==> config.mk <==
export PLATFORM = sky130hd
export DESIGN_NAME = rdma_header_build
export DESIGN_NICKNAME = d
export VERILOG_FILES = /design/src/source/rdma_pkg.sv /design/src/source/rdma_header_build.sv
export SDC_FILE = /design/constraint.sdc
export NUM_CORES = 1
export LEC_CHECK = 0
export CORE_AREA = 2 2 236 238
export DETAILED_ROUTE_END_ITERATION = 12
export DIE_AREA = 0 0 238 240
export DONT_BUFFER_PORTS = 1
export PLACE_DENSITY = 0.31
export REMOVE_ABC_BUFFERS = 1
export SLEW_MARGIN = 30
export SYNTH_ARGS = -nofsm -noshare
export SYNTH_HDL_FRONTEND = slang
export SYNTH_SLANG_ARGS = --single-unit
==> constraint.sdc <==
create_clock -name vclk -period 12.7
set_input_delay 3.81 -clock vclk [all_inputs]
set_output_delay 3.81 -clock vclk [all_outputs]
set_load 0.05 [all_outputs]
==> src/source/rdma_pkg.sv <==
// Common widths, beat structs, header constants and FSM states, imported by every framer module
`default_nettype none

package rdma_pkg;

   // ========================================
   // Stream geometry
   // ========================================

   // Bus width in bytes, and in bits
   localparam int STREAM_WBYTS = 64;
   localparam int STREAM_WBITS = STREAM_WBYTS * 8;

   typedef logic [STREAM_WBITS-1:0] stream_data_t;
   typedef logic [STREAM_WBYTS-1:0] stream_keep_t;

   // AXI write address and AWLEN
   typedef logic [63:0] axi_addr_t;
   typedef logic [7:0]  burst_len_t;

   // Payload byte count of one packet
   typedef logic [15:0] pkt_len_t;

   // Bytes in one beat, 0 to 64
   typedef logic [6:0]  beat_bytes_t;

   // Write transactions received or answered
   typedef logic [15:0] xact_count_t;

   // ========================================
   // Header constants
   // ========================================

   // Header lengths in bytes
   localparam pkt_len_t IP_HDR_LEN   = 16'd20;
   localparam pkt_len_t UDP_HDR_LEN  = 16'd8;
   localparam pkt_len_t RDMA_HDR_LEN = 16'd22;

   // Zero bytes that pad the RDMA fields out to a full beat
   localparam int RDMA_RSVD_BYTES = 13;

   // Ethernet fields
   localparam logic [47:0] ETH_DST_MAC    = 48'hFFFF_FFFF_FFFF;
   localparam logic [39:0] ETH_SRC_MAC_HI = 40'hC4_00AD_0000;
   localparam logic [15:0] ETH_TYPE_IPV4  = 16'h0800;

   // Fixed IPv4 words
   localparam logic [15:0] IP4_VER_DSF  = 16'h4500;
   localparam logic [15:0] IP4_ID       = 16'hDEAD;
   localparam logic [15:0] IP4_FLAGS    = 16'h4000;
   localparam logic [15:0] IP4_TTL_PROT = 16'h4011;

   // ========================================
   // Beat and field structs
   // ========================================

   // One AW entry, what the address queue stores
   typedef struct packed {
      axi_addr_t  target_addr;
      burst_len_t burst_len;
   } rdma_fields_t;

   // One W channel beat
   typedef struct packed {
      stream_data_t data;
      stream_keep_t strb;
      logic         last;
   } axi_w_beat_t;

   // One stream beat, payload queue head and TX output
   typedef struct packed {
      stream_data_t data;
      stream_keep_t keep;
      logic         last;
   } axis_beat_t;

   // Transmit FSM states
   typedef enum logic [1:0] {
      TX_INIT,
      TX_HEADER,
      TX_PAYLOAD
   } tx_state_t;

endpackage

`default_nettype wire

==> src/source/rdma_header_build.sv <==
// Combinational builder of the 64-byte Ethernet/IPv4/UDP/RDMA header beat in wire byte order
`timescale 1ns/1ps
`default_nettype none

module rdma_header_build import rdma_pkg::*; #(
   parameter logic [7:0]  SRC_MAC_LSB = 8'd2,
   parameter logic [31:0] SRC_IP      = 32'h0A01_0102,
   parameter logic [31:0] DST_IP      = 32'h0A01_01FF,
   parameter logic [15:0] SRC_PORT    = 16'd1000,
   parameter logic [15:0] DST_PORT    = 16'd32002
) (
   input  wire rdma_fields_t fields,
   input  wire pkt_len_t     pkt_len,
   output stream_data_t      header
);

   pkt_len_t     ip4_length;
   pkt_len_t     udp_length;
   logic [31:0]  cs_sum;
   logic [16:0]  cs_fold;
   logic [15:0]  cs_end;
   logic [15:0]  ip4_checksum;
   stream_data_t hdr_be;

   // ========================================
   // Lengths
   // ========================================
   assign ip4_length = IP_HDR_LEN + UDP_HDR_LEN + RDMA_HDR_LEN + pkt_len;
   assign udp_length = UDP_HDR_LEN + RDMA_HDR_LEN + pkt_len;

   // ========================================
   // IPv4 checksum
   // ========================================

   // Nine header words, checksum field counted as zero
   assign cs_sum = 32'(IP4_VER_DSF) + 32'(ip4_length) + 32'(IP4_ID) + 32'(IP4_FLAGS)
                 + 32'(IP4_TTL_PROT)
                 + 32'(SRC_IP[31:16]) + 32'(SRC_IP[15:0])
                 + 32'(DST_IP[31:16]) + 32'(DST_IP[15:0]);

   // Fold the upper half in, then the end-around carry
   assign cs_fold      = 17'(cs_sum[15:0]) + 17'(cs_sum[31:16]);
   assign cs_end       = cs_fold[15:0] + 16'(cs_fold[16]);
   assign ip4_checksum = ~cs_end;

   // ========================================
   // Header assembly
   // ========================================

   // First field at the top, 42 bytes of network headers then 22 of RDMA fields
   assign hdr_be = {
      // Ethernet, 14 bytes
      ETH_DST_MAC,
      ETH_SRC_MAC_HI, SRC_MAC_LSB,
      ETH_TYPE_IPV4,
      // IPv4, 20 bytes
      IP4_VER_DSF, ip4_length, IP4_ID, IP4_FLAGS, IP4_TTL_PROT, ip4_checksum,
      SRC_IP,
      DST_IP,
      // UDP, 8 bytes with no checksum
      SRC_PORT, DST_PORT, udp_length, 16'h0000,
      // RDMA fields and reserved zeros
      fields.target_addr,
      fields.burst_len,
      {(RDMA_RSVD_BYTES * 8){1'b0}}
   };

   // MAC sends byte 0 first, so the first field moves to the bottom byte
   always_comb begin
      for (int i = 0; i < STREAM_WBYTS; i++) begin
         header[i*8 +: 8] = hdr_be[(STREAM_WBYTS-1-i)*8 +: 8];
      end
   end

endmodule

`default_nettype wire

-- Yosys cells after proc, flatten, opt, wreduce, memory -nomap -nowiden
Index checks and enable logic that the tools add are counted.
- add/subtract/negate cells: 12
- bitwise gates (word level): 1
- operator list (cell ; number):
    adder 23 x 9 -> 24 bit (second input constant) ; 1
    adder 22 x 12 -> 23 bit (second input constant) ; 1
    adder 21 x 9 -> 22 bit (second input constant) ; 1
    adder 20 x 12 -> 21 bit (second input constant) ; 1
    adder 19 x 15 -> 20 bit (second input constant) ; 1
    adder 18 x 15 -> 19 bit (second input constant) ; 1
    adder 17 x 16 -> 18 bit (second input constant) ; 1
    adder 15 x 16 -> 17 bit (first input constant) ; 1
    adder 16 x 8 -> 17 bit ; 1
    adder 16 x 1 -> 16 bit ; 1
    adder 5 x 16 -> 16 bit (first input constant) ; 1
    adder 6 x 16 -> 16 bit (first input constant) ; 1
    NOT 16 bit ; 1
- register bits: 0
- word-level logic and storage cells: 13
- input port bits: 88
- output and inout bits: 512

-- Depth between registers and ports, before layout
Gate-level depths: netlist (run 1).
- depth after elaboration: 12
- depth in mapped cells: 24

-- Worst setup path after synthesis (run 1)
OpenSTA, ideal clock, no wires.
- kind: input port to output port
- from: input pkt_len[1]
- to: output header[199]
- path slack: -0.275 ns
- stages: 24
- arrival time: 9.165 ns
- buffers on the path: 1
- cells stage by stage: ha_1 buf_2 xnor2_1 inv_1 and3_2 o21a_1 o21ai_0 a21oi_1 nor2_1 nor2_1 nor2_1 ha_1 fa_1 nand2b_1 a211o_1 nor4_1 ha_1 and3_1 nand3b_1 nand4bb_1 nor4b_1 nand4_1 a21oi_1 xor2_1
- word-level cells in the longest chain between the ends: 12
- ends and longest elaborated chain (what ; line ; source):
    start, declared ; rdma_header_build.sv:13 ; input wire pkt_len_t pkt_len,
    adder 6 x 16 -> 16 bit ; rdma_header_build.sv:28 ; assign ip4_length = IP_HDR_LEN + UDP_HDR_LEN + RDMA_HDR_LEN + pkt_len;
    net header[139] ; rdma_header_build.sv:14 ; output stream_data_t header
    adder 15 x 16 -> 17 bit ; rdma_header_build.sv:36 ; assign cs_sum = 32'(IP4_VER_DSF) + 32'(ip4_length) + 32'(IP4_ID) + 32'(IP4_FLAGS)
    adder 17 x 16 -> 18 bit ; rdma_header_build.sv:36 ;
    adder 18 x 15 -> 19 bit ; rdma_header_build.sv:36 ;
    adder 19 x 15 -> 20 bit ; rdma_header_build.sv:37 ; + 32'(IP4_TTL_PROT)
    adder 20 x 12 -> 21 bit ; rdma_header_build.sv:38 ; + 32'(SRC_IP[31:16]) + 32'(SRC_IP[15:0])
    adder 21 x 9 -> 22 bit ; rdma_header_build.sv:38 ;
    adder 22 x 12 -> 23 bit ; rdma_header_build.sv:39 ; + 32'(DST_IP[31:16]) + 32'(DST_IP[15:0]);
    adder 23 x 9 -> 24 bit ; rdma_header_build.sv:39 ;
    adder 16 x 8 -> 17 bit ; rdma_header_build.sv:42 ; assign cs_fold = 17'(cs_sum[15:0]) + 17'(cs_sum[31:16]);
    adder 16 x 1 -> 16 bit ; rdma_header_build.sv:43 ; assign cs_end = cs_fold[15:0] + 16'(cs_fold[16]);
    NOT 16 bit ; rdma_header_build.sv:44 ; assign ip4_checksum = ~cs_end;
    end, declared ; rdma_header_build.sv:14 ;
The timed path passes the listed nets, and every way through them passes these cells.

-- Worst setup path after layout (run 1)
- from: input pkt_len[1]
- to: output header[199]
- word-level cells in the longest chain between the ends: 12
- ends and longest elaborated chain (what ; line):
    adder 6 x 16 -> 16 bit ; rdma_header_build.sv:28
    adder 15 x 16 -> 17 bit ; rdma_header_build.sv:36
    adder 17 x 16 -> 18 bit ; rdma_header_build.sv:36
    adder 18 x 15 -> 19 bit ; rdma_header_build.sv:36
    adder 19 x 15 -> 20 bit ; rdma_header_build.sv:37
    adder 20 x 12 -> 21 bit ; rdma_header_build.sv:38
    adder 21 x 9 -> 22 bit ; rdma_header_build.sv:38
    adder 22 x 12 -> 23 bit ; rdma_header_build.sv:39
    adder 23 x 9 -> 24 bit ; rdma_header_build.sv:39
    adder 16 x 8 -> 17 bit ; rdma_header_build.sv:42
    adder 16 x 1 -> 16 bit ; rdma_header_build.sv:43
    NOT 16 bit ; rdma_header_build.sv:44
Every way passes these cells.

==> qor.yml, run 1 <==
run_status:
  status: "finished, final reports clean"
cells_and_area:
  flops_and_latches: 0
  fillCellCount: 6430
  seq_area_sq_um: 0
  area_growth_syn_to_layout_pct: -12.4
  share_of_layout_cells_above_drive_strength_1_pct: 11.6
  final_nets: 781
  multiInputGateArea_sq_um: 3090
  clkbuf_count: 0
  layout.cells.most_common_list: "sky130_fd_sc_hd__conb_1 (392), sky130_fd_sc_hd__buf_4 (47), sky130_fd_sc_hd__xnor2_1 (32)"
  layout.cells.most_common: "sky130_fd_sc_hd__conb_1"
  antenna-diode-count: 0
routing:
  post-route-drc-count: 0
  vias_per_cell: 2.20
  number_of_nets_still_failing_antenna_checks_after_routing: 0
  detail_route.first_pass.iterations: 4
  wire_per_inst_um: 13.1
  first_iter_violations: 131
  finalWirelength_um: 18200
  vias: 3052
global_routing:
  grt_max_degree: 15
  antenna_found_initial: 0
  grt_use_total_pct: 5.61
  globalRoute.totalOverflow: 0
  first_global_vias: 2197
  first_pass_grt_wire_length_um: 21500
timing:
  slew_violations: 0
  final_min_period_over_clock_period_pct: 96.9
  achievable-frequency_mhz: 81.2
  setup_viol: 0
  hold_violations: 0
  timing.final.crit_period_ns: 12.31
  slew_headroom_pct: 39.8
  worstMarginPinSlew_ns: 0.899
  setup-tns-final_ns: 0
  worst_hold_slack_ns: 7.62
placement:
  dp.final_hpwl_um: 16600
  gp_congestion: 0.746
  io_buffer_count: 0
setup_path:
  timing.setup.critical_path_class: "in2out"
  crit_required_ns: 8.89
  critical_path.endpoint_type: "primary output"
  worst-endpoint-arrival_ns: 8.50
  critical_path.max_fanout: 8
  critPathLaunchType: "input pin"
floorplanning:
  dieWidth_um: 238
  core.rowCount: 86
  die-area_sq_um: 57100
  die_height_um: 240
  core_sq_um: 54700
  ios: 600
  initial_util_pct: 9.47
synthesis:
  synth.area.top_cells: "sky130_fd_sc_hd__buf_4 (68%), sky130_fd_sc_hd__xnor2_1 (7.3%), sky130_fd_sc_hd__xor2_1 (2.9%), sky130_fd_sc_hd__ha_1 (1.9%), sky130_fd_sc_hd__nor2_1 (1.7%)"
  synth_area_leader_cell: "sky130_fd_sc_hd__buf_4"
  synthCells: 713
  synth-warning-count: 0
  distinct_cell_type_count_of_the_synthesized_netlist: 56
  synth.yosys.seq_area_share_pct: 0
  netlist_area_sq_um: 5180
  synthesis.area_per_instance_sq_um: 7.26
  synth.top_cell.area_share_pct: 67.7
power:
  static-leakage-power_nw: 2.21
  p_clk_share_pct: 0
  post-layout-total-power_w: 0.000450
  worst_ir_drop_vdd_mv: 0.0259
  power.share.switching_pct: 85.4
  p_int_w: 0.0000657
  power_density_cells_nw_per_um2: 99.2
  power.sequential.fraction_pct: 0
  switchingPower_w: 0.000384
  power_share_of_the_combinational_group_pct: 100.0
min_path:
  worstHoldPathType: "in2out"
run:
  max-cap-violations: 0
-- cell type report --
class                           count  share of cell area [%]
Timing Repair Buffer               54                    10.5
Multi-Input combinational cell    605                    68.2
Inverter                           23                    1.90
Tap cell                          704                    19.4
-- cells by family (layout without fill, tap and decap cells) --
family / count (synthesis) / after routing / synth area share (%)
adders and majority gates: 9 / 9 / 2.32
xor gates and xnor gates: 63 / 63 / 11.1
AOI/OAI and AO/OA: 46 / 46 / 6.62
buffers and inverters: 498 / 77 / 70.3
other: 2 / 392 / 0.145
and+or+nand+nor: 95 / 95 / 9.50
-- routing by layer --
layer  up-vias  GRT usage (%)  wire length (um)
met3         4           6.93              4860
met2       376           7.22              7010
met4         2         0.0379                19
li1       1340              -                 -
met1      1330           5.90              6170
met5         -           1.56               121
-- cell usage after synthesis (4+ instances only) --
cell and count:
sky130_fd_sc_hd__inv_1 22, sky130_fd_sc_hd__nor3_1 9, sky130_fd_sc_hd__buf_2 4, sky130_fd_sc_hd__and3_1 6, sky130_fd_sc_hd__nor4_1 6, sky130_fd_sc_hd__nand3_1 15
sky130_fd_sc_hd__nand4_1 4, sky130_fd_sc_hd__o21ai_0 9, sky130_fd_sc_hd__ha_1 8, sky130_fd_sc_hd__a21oi_1 9, sky130_fd_sc_hd__nand2_1 13, sky130_fd_sc_hd__buf_4 467
sky130_fd_sc_hd__xor2_1 17, sky130_fd_sc_hd__xnor2_1 43, sky130_fd_sc_hd__nor2_1 24
-- worst max-delay path, cell delays in order --
cell	delay (ns)
sky130_fd_sc_hd__ha_1	0.27
sky130_fd_sc_hd__and3_1	0.23
sky130_fd_sc_hd__o221a_2	0.28
sky130_fd_sc_hd__o21a_1	0.21
sky130_fd_sc_hd__o21ai_1	0.17
sky130_fd_sc_hd__a21oi_1	0.12
sky130_fd_sc_hd__nor2_1	0.18
sky130_fd_sc_hd__nor2_1	0.06
sky130_fd_sc_hd__nor2_1	0.10
sky130_fd_sc_hd__ha_1	0.19
sky130_fd_sc_hd__fa_1	0.21
sky130_fd_sc_hd__nand2b_1	0.09
sky130_fd_sc_hd__a211o_1	0.34
sky130_fd_sc_hd__nor4_1	0.22
sky130_fd_sc_hd__ha_1	0.21
sky130_fd_sc_hd__and3_1	0.22
sky130_fd_sc_hd__nand3b_1	0.15
sky130_fd_sc_hd__nand4bb_1	0.28
sky130_fd_sc_hd__nor4b_2	0.30
sky130_fd_sc_hd__nand4_1	0.21
sky130_fd_sc_hd__a21oi_1	0.23
sky130_fd_sc_hd__xor2_1	0.17
sky130_fd_sc_hd__buf_4	0.23
-- power groups by stage --
stage	clock network (W)	logic (W)	registers, W
after floorplan	0	0.000372	0
final	0	0.000450	0
after detailed placement	0	0.000454	0
after global routing	0	0.000474	0
after CTS	0	0.000454	0
after global placement	0	0.000454	0
-- stage by stage --
step / instance area (sq um) / std cells / setup slack (ns) / util [%]
floorplan: 3090 / 628 / -0.530 / -
global placement: 4520 / 1386 / 0.282 / 8.27
detailed placement: 4530 / 1386 / 0.149 / 8.28
CTS: 4530 / 1386 / 0.138 / 8.28
global route: 4540 / 1386 / -0.0106 / 8.30
finish: 4540 / 1386 / 0.389 / 8.30
-- path summary, 6_finish.rpt --
path / from / cells after the start / to / slack [ns]
worst max-delay path: pkt_len[1] / 23 / header[199] / 0.39
worst min-delay path: fields[70] / 0 / header[342] / 7.62
-- what timing repair did --
item / CTS / global route
buffers inserted: 0 / 0
hold buffers: 0 / 0
endpoints found under the setup margin: 0 / 3
gates resized for setup: 0 / 3
Power figures use the tool's default switching activity.
==> run 2, diff against run 1 <==
==> constraint.sdc (replaced) <==
create_clock -name vclk -period 12.7
set_input_delay 3.175 -clock vclk [all_inputs]
set_output_delay 3.175 -clock vclk [all_outputs]
set_load 0.05 [all_outputs]
==> run 2 against run 1 <==
  * Critical path depth grew 1
  * Via count stayed put
  * Non-clock buffer count down 28
  * Die area unchanged
  * First-iteration DRC count grew 11%
  * Design area decreased by 6.3%
  * Clock-buffer cell count stayed put
  * Cell count decreased by 2.0%
  * Sequential share of layout area did not move
  * Core utilization shrank 0.52 points
  * Critical endpoint unchanged
  * Largest cell class unchanged
  * Largest power group unchanged
==> qor.yml, run 2 (synthesis results as in run 1) <==
timing:
  hold_violations: 0
  final_min_period_over_clock_period_pct: 93.0
  final.setup.worst_slack_ns: 0.893
  setup-tns-final_ns: 0
  slew_headroom_pct: 42.7
  slew_violations: 0
  worst_hold_slack_ns: 6.35
  achievable-frequency_mhz: 84.7
  timing.final.crit_period_ns: 11.81
  worstMarginPinSlew_ns: 0.855
  setup_viol: 0
  grt_setup_unrepaired: "false"
cells_and_area:
  flops_and_latches: 0
  layout.cells.most_common: "sky130_fd_sc_hd__conb_1"
  final_nets: 753
  antenna-diode-count: 0
  fillCellCount: 6424
  area_growth_syn_to_layout_pct: -17.9
  fin_area_sq_um: 4250
  clkbuf_count: 0
  seq_area_sq_um: 0
  layout.cells.most_common_list: "sky130_fd_sc_hd__conb_1 (392), sky130_fd_sc_hd__xnor2_1 (32), sky130_fd_sc_hd__nor2_1 (24), sky130_fd_sc_hd__buf_4 (24), sky130_fd_sc_hd__inv_1 (22)"
  share_of_layout_cells_above_drive_strength_1_pct: 7.49
setup_path:
  timing.setup.critical_path_class: "in2out"
  crit_end: "header[199]"
  worst-endpoint-arrival_ns: 8.63
  critical_path.endpoint_type: "primary output"
  crit_required_ns: 9.52
  critical_path.max_fanout: 8
  timing.critical_path.from: "pkt_len[1]"
  critPathLaunchType: "input pin"
clocking:
  cts_resized: 0
  postcts_setup_bufs: 0
  hold_buffers: 0
floorplanning:
  ios: 600
  die-area_sq_um: 57100
  dieWidth_um: 238
  core_sq_um: 54700
  core.rowCount: 86
  initial_util_pct: 9.47
  die_height_um: 240
routing:
  finalWirelength_um: 18200
  detail_route.first_pass.iterations: 4
  number_of_nets_still_failing_antenna_checks_after_routing: 0
  post-route-drc-count: 0
  wire_per_inst_um: 13.4
  first_iter_violations: 146
  vias: 3052
  vias_per_cell: 2.25
placement:
  io_buffer_count: 0
  place_ws_ns: 0.815
  gp_congestion: 0.728
  dp.final_hpwl_um: 16600
  dpl_cell_area_sq_um: 4250
global_routing:
  antenna_found_initial: 0
  first_pass_grt_wire_length_um: 21300
  grt_use_total_pct: 5.60
  first_global_vias: 2075
  grt_max_degree: 15
  globalRoute.totalOverflow: 0
power:
  worst_ir_drop_vdd_mv: 0.0279
  static-leakage-power_nw: 2.04
  power_density_cells_nw_per_um2: 100
run_status:
  status: "finished, final reports clean"
run:
  max-cap-violations: 0
min_path:
  worstHoldPathType: "in2out"
run 2: cell types whose count changed in the layout (fill, tap and decap cells not counted):
cell,previous run,this run
sky130_fd_sc_hd__buf_4,47,24
sky130_fd_sc_hd__buf_12,5,0
sky130_fd_sc_hd__a211oi_1,1,2
sky130_fd_sc_hd__a211oi_2,3,2
sky130_fd_sc_hd__nor4b_1,0,1
sky130_fd_sc_hd__nor4b_2,1,0
sky130_fd_sc_hd__o21ai_0,8,9
sky130_fd_sc_hd__o21ai_1,2,1
run 2: per-layer routing:
layer	part of all wire, %	vias up	routed length (um)	GRT usage, %
met1	35	1335	6300	6.27
met4	0.11	4	20	0.0379
li1	-	1287	-	-
met2	38	420	6900	6.99
met3	27	6	4860	6.44
met5	0.87	-	159	2.60
run 2: report_power, final:
group / internal [W] / switching, W
logic: 0.0000437 / 0.000382
clock network: 0 / 0
registers: 0 / 0
total: 0.0000437 / 0.000382
run 2: worst min-delay path by stage:
stage	depth (start not counted)	start	endpoint	slack, ns
finish	0	fields[70]	header[342]	6.35
CTS	0	fields[70]	header[342]	6.35
detailed placement	0	fields[70]	header[342]	6.35
global placement	0	fields[70]	header[342]	6.35
global route	0	fields[70]	header[342]	6.35
floorplan	0	pkt_len[0]	header[136]	6.35
run 2: per-stage QoR:
| step | power (W) | cells | utilization (%) |
|---|---|---|---|
| 6_report | 0.000426 | 1358 | 7.78 |
| 5_1_grt | 0.000450 | 1358 | 7.78 |
| 4_1_cts | 0.000431 | 1358 | 7.78 |
| 3_5_place_dp | 0.000430 | 1358 | 7.78 |
| 3_3_place_gp | 0.000431 | 1358 | 7.77 |
| 2_1_floorplan | 0.000372 | 628 | - |
run 2: final cells by class:
| type | instances | area (sq um) | share of cell area, % |
|---|---|---|---|
| inverter | 23 | 86.3 | 2.03 |
| multi-input combinational | 605 | 3080 | 72.5 |
| tap | 704 | 881 | 20.7 |
| timing repair buffer | 26 | 203 | 4.77 |
run 2: critical path, cell delays in order:
cell and delay (ns):
sky130_fd_sc_hd__ha_1 0.27, sky130_fd_sc_hd__xnor2_1 0.42, sky130_fd_sc_hd__inv_1 0.10, sky130_fd_sc_hd__and3_2 0.28, sky130_fd_sc_hd__o21a_1 0.15, sky130_fd_sc_hd__o21ai_0 0.38, sky130_fd_sc_hd__a21oi_1 0.19, sky130_fd_sc_hd__nor2_1 0.22
sky130_fd_sc_hd__nor2_1 0.07, sky130_fd_sc_hd__nor2_1 0.10, sky130_fd_sc_hd__ha_1 0.20, sky130_fd_sc_hd__fa_1 0.21, sky130_fd_sc_hd__nand2b_1 0.14, sky130_fd_sc_hd__a211o_1 0.36, sky130_fd_sc_hd__nor4_1 0.22, sky130_fd_sc_hd__ha_1 0.21
sky130_fd_sc_hd__and3_1 0.22, sky130_fd_sc_hd__nand3b_1 0.14, sky130_fd_sc_hd__nand4bb_1 0.26, sky130_fd_sc_hd__nor4b_1 0.43, sky130_fd_sc_hd__nand4_1 0.23, sky130_fd_sc_hd__a21oi_1 0.22, sky130_fd_sc_hd__xor2_1 0.18, sky130_fd_sc_hd__buf_4 0.24
==> run 3, diff against run 2 <==
- CELL_PAD_IN_SITES_DETAIL_PLACEMENT: not set -> 1
- CELL_PAD_IN_SITES_GLOBAL_PLACEMENT: not set -> 1
- PLACE_DENSITY: 0.31 -> 0.37
==> run 3 against run 2 <==
  * Cell count shrank 0.15%
  * Largest power group unchanged
  * Wire length grew 8.1%
  * First-iteration DRC count shrank 21%
  * Hold slack is essentially flat
  * Maximum frequency shrank 2.7%
  * Via count grew 0.33%
  * Critical path depth shrank 1
  * Non-clock buffer count shrank 2
  * Die area is the same
==> qor.yml, run 3 (synthesis results as in run 1) <==
clocking:
  cts_resized: 0
  hold_buffers: 0
  postcts_setup_bufs: 0
cells_and_area:
  final_nets: 751
  layout.cells.most_common: "sky130_fd_sc_hd__conb_1"
  share_of_layout_cells_above_drive_strength_1_pct: 7.67
  area_growth_syn_to_layout_pct: -17.9
  seq_area_sq_um: 0
  antenna-diode-count: 0
  utilization_pct: 7.78
  clkbuf_count: 0
  flops_and_latches: 0
  layout.cells.most_common_list: "sky130_fd_sc_hd__conb_1 (392), sky130_fd_sc_hd__xnor2_1 (31), sky130_fd_sc_hd__nor2_1 (24), sky130_fd_sc_hd__buf_4 (24), sky130_fd_sc_hd__inv_1 (22)"
timing:
  worstMarginPinSlew_ns: 0.802
  setup-tns-final_ns: 0
  slew_headroom_pct: 46.2
  setup_viol: 0
  achievable-frequency_mhz: 82.4
  timing.final.crit_period_ns: 12.14
  final_min_period_over_clock_period_pct: 95.6
  grt_setup_unrepaired: "false"
  slew_violations: 0
  hold_violations: 0
setup_path:
  critical_path.max_fanout: 8
  critPathLaunchType: "input pin"
  timing.setup.critical_path_class: "in2out"
  cp_top_family: "simple AND/OR/NAND/NOR gates"
  worstPathCellList: "ha_1 > xnor2_1 > inv_1 > and3_2 > o21a_1 > o21ai_0 > a21oi_1 > nor2_1 > nor2_1 > nor2_1 > ha_1 > fa_1 > nand2b_1 > a211o_1 > nor4_1 > ha_1 > ha_1 > and3_1 > nand3_1 > nor3b_1 > nand4_1 > o21ai_1 > xnor2_2"
  crit_path_frequent_cell: "sky130_fd_sc_hd__ha_1"
  worst-endpoint-arrival_ns: 8.96
  critical-path-max-stage-delay_ns: 0.57
  critical_path_buf_inv_count: 1
  critical_path.endpoint_type: "primary output"
  timing.critical_path.from: "pkt_len[1]"
  critical-path-slowest-cell: "sky130_fd_sc_hd__nor3b_1"
  crit_required_ns: 9.52
placement:
  io_buffer_count: 0
  dp.final_hpwl_um: 18000
  gp_congestion: 0.698
global_routing:
  grt_max_degree: 15
  grt_use_total_pct: 6.04
  first_global_vias: 2352
  globalRoute.totalOverflow: 0
  first_pass_grt_wire_length_um: 23400
  antenna_found_initial: 0
floorplanning:
  initial_util_pct: 9.47
  die_height_um: 240
  die-area_sq_um: 57100
  dieWidth_um: 238
  core_sq_um: 54700
  core.rowCount: 86
  ios: 600
routing:
  finalWirelength_um: 19700
  vias_per_cell: 2.26
  post-route-drc-count: 0
  first_iter_violations: 115
  detail_route.first_pass.iterations: 4
  wire_per_inst_um: 14.5
  number_of_nets_still_failing_antenna_checks_after_routing: 0
  vias: 3062
power:
  power_density_cells_nw_per_um2: 100
  worst_ir_drop_vdd_mv: 0.0205
  static-leakage-power_nw: 2.04
run:
  max-cap-violations: 0
min_path:
  worstHoldPathType: "in2out"
  min_from: "fields[12]"
run_status:
  status: "finished, final reports clean"
==> run 3: final timing paths <==
check,endpoint,slack [ns],cells after the start
worst max-delay path,header[198],0.56,23
worst min-delay path,header[396],6.35,0
==> run 3: power by group <==
group	internal, W	total, W	switching [W]
logic	0.0000428	0.000426	0.000383
clock network	0	0	0
registers	0	0	0
==> run 3: routing by layer <==
layer / vias up / wire length, um / global-route usage [%]
met5: - / 270 / 4.24
met4: 4 / 32 / 0.114
met3: 6 / 4310 / 5.89
met2: 391 / 7450 / 7.56
met1: 1378 / 7660 / 7.26
li1: 1283 / - / -
==> run 3: area by class of cell <==
| class | instances | area, sq um |
|---|---|---|
| Fill cell | 6733 | 50400 |
| Timing Repair Buffer | 24 | 180 |
| Inverter | 23 | 86.3 |
| Multi-Input combinational cell | 605 | 3110 |
| Tap cell | 704 | 881 |
==> run 3: through the flow <==
step	instances	setup slack (ns)	hold slack [ns]	total power [W]	instance area (sq um)
floorplan	628	0.740	6.35	0.000372	3090
global route	1356	0.0286	6.35	0.000447	4250
CTS	1356	0.466	6.35	0.000429	4250
detailed placement	1356	0.485	6.35	0.000429	4250
finish	1356	0.560	6.35	0.000426	4250
global placement	1356	0.524	6.35	0.000429	4240
